## src/design/core_pkg.sv

```systemverilog
// Shared encoding and constants for the five-stage core; no branches, flags or PC register file entry
`default_nettype none

package core_pkg;

  typedef logic [31:0] word_t;       // Data, address or instruction
  typedef logic [3:0]  reg_idx_t;    // Register number
  typedef logic [7:0]  mem_addr_t;   // Low byte of a data address
  typedef logic [11:0] opnd_field_t; // Shifter operand field
  typedef logic [3:0]  alu_op_t;
  typedef logic [1:0]  instr_kind_t;
  typedef logic [1:0]  addr_mode_t;
  typedef logic [1:0]  shift_t;
  typedef logic [1:0]  fwd_sel_t;

  localparam alu_op_t ALU_AND = 4'd0;
  localparam alu_op_t ALU_OR  = 4'd1;
  localparam alu_op_t ALU_SUB = 4'd2;
  localparam alu_op_t ALU_ADD = 4'd3; // Other codes give zero

  localparam instr_kind_t KIND_DP    = 2'd0;
  localparam instr_kind_t KIND_LOAD  = 2'd1;
  localparam instr_kind_t KIND_STORE = 2'd2;
  localparam instr_kind_t KIND_NOP   = 2'd3; // All-zero word is a NOP too

  localparam addr_mode_t AM_ROT_IMM   = 2'd0; // imm8 rotated right by 2*rot
  localparam addr_mode_t AM_REG       = 2'd1;
  localparam addr_mode_t AM_IMM12     = 2'd2; // Zero-extended
  localparam addr_mode_t AM_SHIFT_REG = 2'd3;

  localparam shift_t SH_LSL = 2'd0;
  localparam shift_t SH_LSR = 2'd1;
  localparam shift_t SH_ASR = 2'd2;
  localparam shift_t SH_ROR = 2'd3;

  localparam fwd_sel_t FWD_NONE = 2'd0;
  localparam fwd_sel_t FWD_EX   = 2'd1;
  localparam fwd_sel_t FWD_MEM  = 2'd2;
  localparam fwd_sel_t FWD_WB   = 2'd3;

  // Instruction field positions (LSB of each field)
  localparam int KIND_POS   = 30;
  localparam int MODE_POS   = 28;
  localparam int OP_POS     = 24;
  localparam int RN_POS     = 20;
  localparam int RD_POS     = 16;
  localparam int BYTE_POS   = 15; // Set for byte loads and stores
  localparam int FIELD_POS  = 0;
  localparam int RM_POS     = 0;  // Within the operand field
  localparam int SHTYPE_POS = 5;
  localparam int SHAMT_POS  = 7;  // 5-bit amount
  localparam int ROT_POS    = 8;  // 4-bit rotate count

  localparam int    DMEM_BYTES = 256;
  localparam word_t PC_STEP    = 32'd4;
  localparam word_t RESET_PC   = 32'd0;

endpackage

`default_nettype wire
```

## src/design/fetch_stage.sv

```systemverilog
// Wishbone classic read-only fetch master; one skid entry absorbs an ack that lands during stall
`default_nettype none

module fetch_stage (
  input  logic            clk,
  input  logic            reset,
  input  logic            stall,
  output logic            wb_cyc,
  output logic            wb_stb,
  output logic            wb_we,
  output core_pkg::word_t wb_adr,
  input  logic            wb_ack,
  input  core_pkg::word_t wb_dat_i,
  output logic            id_valid,
  output core_pkg::word_t id_instr
);

  typedef enum logic {FETCH_IDLE, FETCH_WAIT} fetch_state_t;

  fetch_state_t    state;
  core_pkg::word_t pc;
  core_pkg::word_t skid_instr;
  logic            skid_valid;
  logic            skid_next;
  logic            take;

  assign wb_cyc = (state == FETCH_WAIT);
  assign wb_stb = (state == FETCH_WAIT);
  assign wb_we  = 1'b0; // Fetch never writes
  assign wb_adr = pc;

  assign take = wb_stb && wb_ack;
  // Skid fills on an ack under stall and empties once stall drops
  assign skid_next = stall ? (skid_valid || take) : (skid_valid && take);

  always_ff @(posedge clk or posedge reset) begin
    if (reset) begin
      state      <= FETCH_IDLE;
      pc         <= core_pkg::RESET_PC;
      skid_valid <= 1'b0;
      id_valid   <= 1'b0;
    end else begin
      skid_valid <= skid_next;
      if (take)
        pc <= pc + core_pkg::PC_STEP;
      case (state)
        FETCH_IDLE: if (!skid_next) state <= FETCH_WAIT;
        FETCH_WAIT: if (take && skid_next) state <= FETCH_IDLE; // Pause while skid full
        default:    state <= FETCH_IDLE;
      endcase
      if (!stall)
        id_valid <= skid_valid || take;
    end
  end

  always_ff @(posedge clk) begin
    if (!stall)
      id_instr <= skid_valid ? skid_instr : wb_dat_i; // Skid drains first
    if (take && (stall || skid_valid))
      skid_instr <= wb_dat_i;
  end

  a_req_hold: assert property (@(posedge clk) disable iff (reset)
    wb_stb && !wb_ack |=> wb_stb && $stable(wb_adr));

endmodule

`default_nettype wire

```

## config.mk

```make
export PLATFORM = sky130hd
export DESIGN_NAME = fetch_stage
export DESIGN_NICKNAME = d
export VERILOG_FILES = /design/src/design/core_pkg.sv /design/src/design/fetch_stage.sv
export SDC_FILE = /design/constraint.sdc
export NUM_CORES = 1
export LEC_CHECK = 0
export ABC_CLOCK_PERIOD_IN_PS = 3400
export BUFFER_PORTS_ARGS = -buffer_cell sky130_fd_sc_hd__buf_2
export CAP_MARGIN = 20
export CELL_PAD_IN_SITES_DETAIL_PLACEMENT = 1
export CELL_PAD_IN_SITES_GLOBAL_PLACEMENT = 1
export CORE_MARGIN = 2
export CORE_UTILIZATION = 38
export CTS_BUF_LIST = sky130_fd_sc_hd__clkbuf_4 sky130_fd_sc_hd__clkbuf_8
export DETAILED_ROUTE_END_ITERATION = 7
export PLACE_DENSITY = 0.73
export SYNTH_ARGS = -nofsm -noshare
export SYNTH_HDL_FRONTEND = slang
export SYNTH_SLANG_ARGS = --single-unit
```

## constraint.sdc

```tcl
create_clock -name clk -period 3.4 [get_ports clk]
set_input_delay 0.68 -clock clk [delete_from_list [all_inputs] [get_ports clk]]
set_output_delay 0.68 -clock clk [all_outputs]
set_load 0.005 [all_outputs]
```

==> flow_summary.json <==
{
  "status": "finished clean",
  "utilization_pct": 47.84,
  "switchingPower_uw": 660.9,
  "grt_pass1_vias": 2545,
  "fmax_mhz": 540.0,
  "final.min_clock_period_ns": 1.852,
  "grt_busiest_layer": "met2",
  "fin_cells": 482,
  "finalSetupViolCount": 0,
  "cts_resized": 0,
  "synth_compound_area_share_pct": 0.8175,
  "netlist_area_um2": 3826,
  "ys_types": 29,
  "crit_path_max_fanout": 6,
  "skew_ns": 0.006782,
  "pwr-share-clk_pct": 28.0,
  "synth_xor_area_share_pct": 6.638,
  "path_class": "flip-flop to flip-flop",
  "grt_overflow_total": 0,
  "layout_common_cells": "buf_2, edfxtp_1, mux2_2, dfrtp_1, xnor2_1",
  "power_density_nw_per_um2": 557.7,
  "port_buffers": 100,
  "muxShareOfSynthArea_pct": 9.712,
  "grt_use_met2_pct": 26.00,
  "yosys.area_share.simple_pct": 9.026,
  "yosysWarnings": 0,
  "dp_hpwl_um": 5725,
  "htreeDepth": 3,
  "die_x_um": 104.3,
  "grt_first_pass_wirelength_um": 13440,
  "antenna_cells": 0,
  "antenna_found_initial": 0,
  "slew_violations": 0,
  "numCtsBuffers": 9,
  "synth_area_leader_cell": "edfxtp_1",
  "wire_per_inst_um": 16.80,
  "synth_seq_cells": 97,
  "clock_path_buffers": 2,
  "start_kind": "flip-flop",
  "drt_pass1_iterations": 4,
  "synth-main-ff-cell": "edfxtp_1",
  "clock_latency_ns": 0.35,
  "tns_ns": 0,
  "layout.cells.most_common": "buf_2",
  "drv_cap": 0,
  "synthTopCellsByArea": "edfxtp_1, dfrtp_1, mux2_2, xnor2_1, xor2_1",
  "dp_cells": 466,
  "drive_gt1_share_pct": 44.99,
  "relSlewSlack_pct": 37.64,
  "combPwrFrac_pct": 14.6,
  "synth_top_family_by_area": "multiplexers",
  "arrival_ns": 2.10,
  "p_int_uw": 1947,
  "place_congestion": 0.7391,
  "seq_area_um2": 2748,
  "met3_usage_pct": 4.198,
  "synth_cells": 237,
  "wirelength_um": 8100,
  "ir_worst_vdd_v": 0.0001844,
  "drc_errors": 0,
  "grt_use_met1_pct": 20.23,
  "ant_nets": 0,
  "required_ns": 3.64,
  "synth_edf_count": 64,
  "timing.hold.ws_ns": 0.4087,
  "routed_via_density": 4.867,
  "cts_root_buf": "clkbuf_8",
  "hold_path_class": "input pin to async pin",
  "critPathCaptureType": "flip-flop",
  "synth_top_cell_area_share_pct": 50.23,
  "rsz0062_at_grt": "no",
  "drt-initial-drc-count": 62,
  "ys_seq_area_share_pct": 71.81,
  "p_leak_uw": 0.001984,
  "cts_setup_buffers": 0,
  "cts_tree": "yes",
  "num_vias": 2346,
  "worst_pin_slew_ns": 0.9332,
  "synth_adder_area_share_pct": 0.3270,
  "nets": 381,
  "num_rows": 36,
  "coreArea_um2": 9774,
  "nFillCells": 1036,
  "cts_hold_buf": 0,
  "synthToLayoutAreaGrowth_pct": 22.20,
  "hold_viol": 0,
  "finalPower_uw": 2608,
  "fp.dieArea_um2": 10890,
  "grt_util_all_layers_pct": 15.86,
  "cts_num_sinks": 97,
  "p_sw_share_pct": 25.35,
  "fp.dieH_um": 104.3,
  "synth_async_sr_flop_share_pct": 34.02,
  "initial_core_util_pct": 39.14,
  "ios": 104,
  "seq_power_share_pct": 57.4,
  "period_share_pct": 54.47,
  "grt_max_degree": 35,
  "multi_input_area_um2": 1033,
  "synth_area_per_cell_um2": 16.14,
  "clk_pin_slew_worst_paths_ns": 0.09
}
[layout make-up]
type / instances / share of cell area [%]
Clock buffer: 9 / 2.649
Clock inverter: 7 / 1.499
Inverter: 3 / 0.2408
Multi-Input combinational cell: 130 / 22.10
Sequential cell: 97 / 58.76
Tap cell: 133 / 3.559
Timing Repair Buffer: 103 / 11.19
[flip-flops by register name, summed over array words and instances (netlist names)]
signal	count
id_valid	1
id_instr	32
skid_valid	1
wb_adr	30
skid_instr	32
wb_cyc	1
[cells by family after synthesis]
kind of cell    Yosys count
flops                    97
simple gates             59
mux                      33
xor+xnor                 29
buf+inv                  12
compound gates            5
fa+ha+maj                 1
other cells               1
[synthesized netlist by cell type (2+ instances only)]
master / instances
nor3_1: 3
and4_1: 4
nand3_1: 8
dfrtp_1: 33
edfxtp_1: 64
nand2_1: 11
and3_1: 3
or4_4: 2
nor2_1: 8
buf_4: 4
and2_1: 3
inv_1: 3
nand4_1: 10
nor4_1: 2
xnor2_1: 18
xor2_1: 11
mux2_2: 33
o21ai_0: 3
clkbuf_1: 4
[metrics by stage]
stage | setup WS [ns] | cell area [um2]
2_1_floorplan | 0.6106 | 3834
3_3_place_gp | 1.306 | 4482
3_5_place_dp | 1.275 | 4482
4_1_cts | 1.502 | 4676
5_1_grt | 1.337 | 4676
6_report | 1.548 | 4676
[per-layer routing]
layer  wire length (um)  share of wire (%)
met1               3589                 44
met2               3914                 48
met3                500                6.2
met4                 95                1.2
met5                  0                  0
[final timing paths]
check	from	endpoint	slack, ns	cells past startpoint
worst max-delay path	wb_adr[14]	wb_adr[28]	1.55	4
worst min-delay path	reset	wb_adr[29]	0.41	3
worst max register to register	wb_adr[14]	wb_adr[28]	1.55	4
worst min register to register	wb_adr[29]	wb_adr[29]	0.50	1
max in group asynchronous	reset	wb_adr[8]	2.69	3
min in group clk	wb_adr[29]	wb_adr[29]	0.50	1
[critical path: stages, from the launching register on]
cell and delay, ns:
dfrtp_1 0.46, nand4_1 0.20, nor4_1 0.71, nand4_1 0.20, xnor2_1 0.18
[power groups by stage]
stage          combinational [uW]  sequential [uW]  clock (uW)
2_1_floorplan                 212             1510           0
4_1_cts                       391             1500         760
3_5_place_dp                  390             1520           0
3_3_place_gp                  374             1520           0
5_1_grt                       422             1520         800
6_report                      381             1500         731
Note: power is estimated with default switching activity, not from simulation.
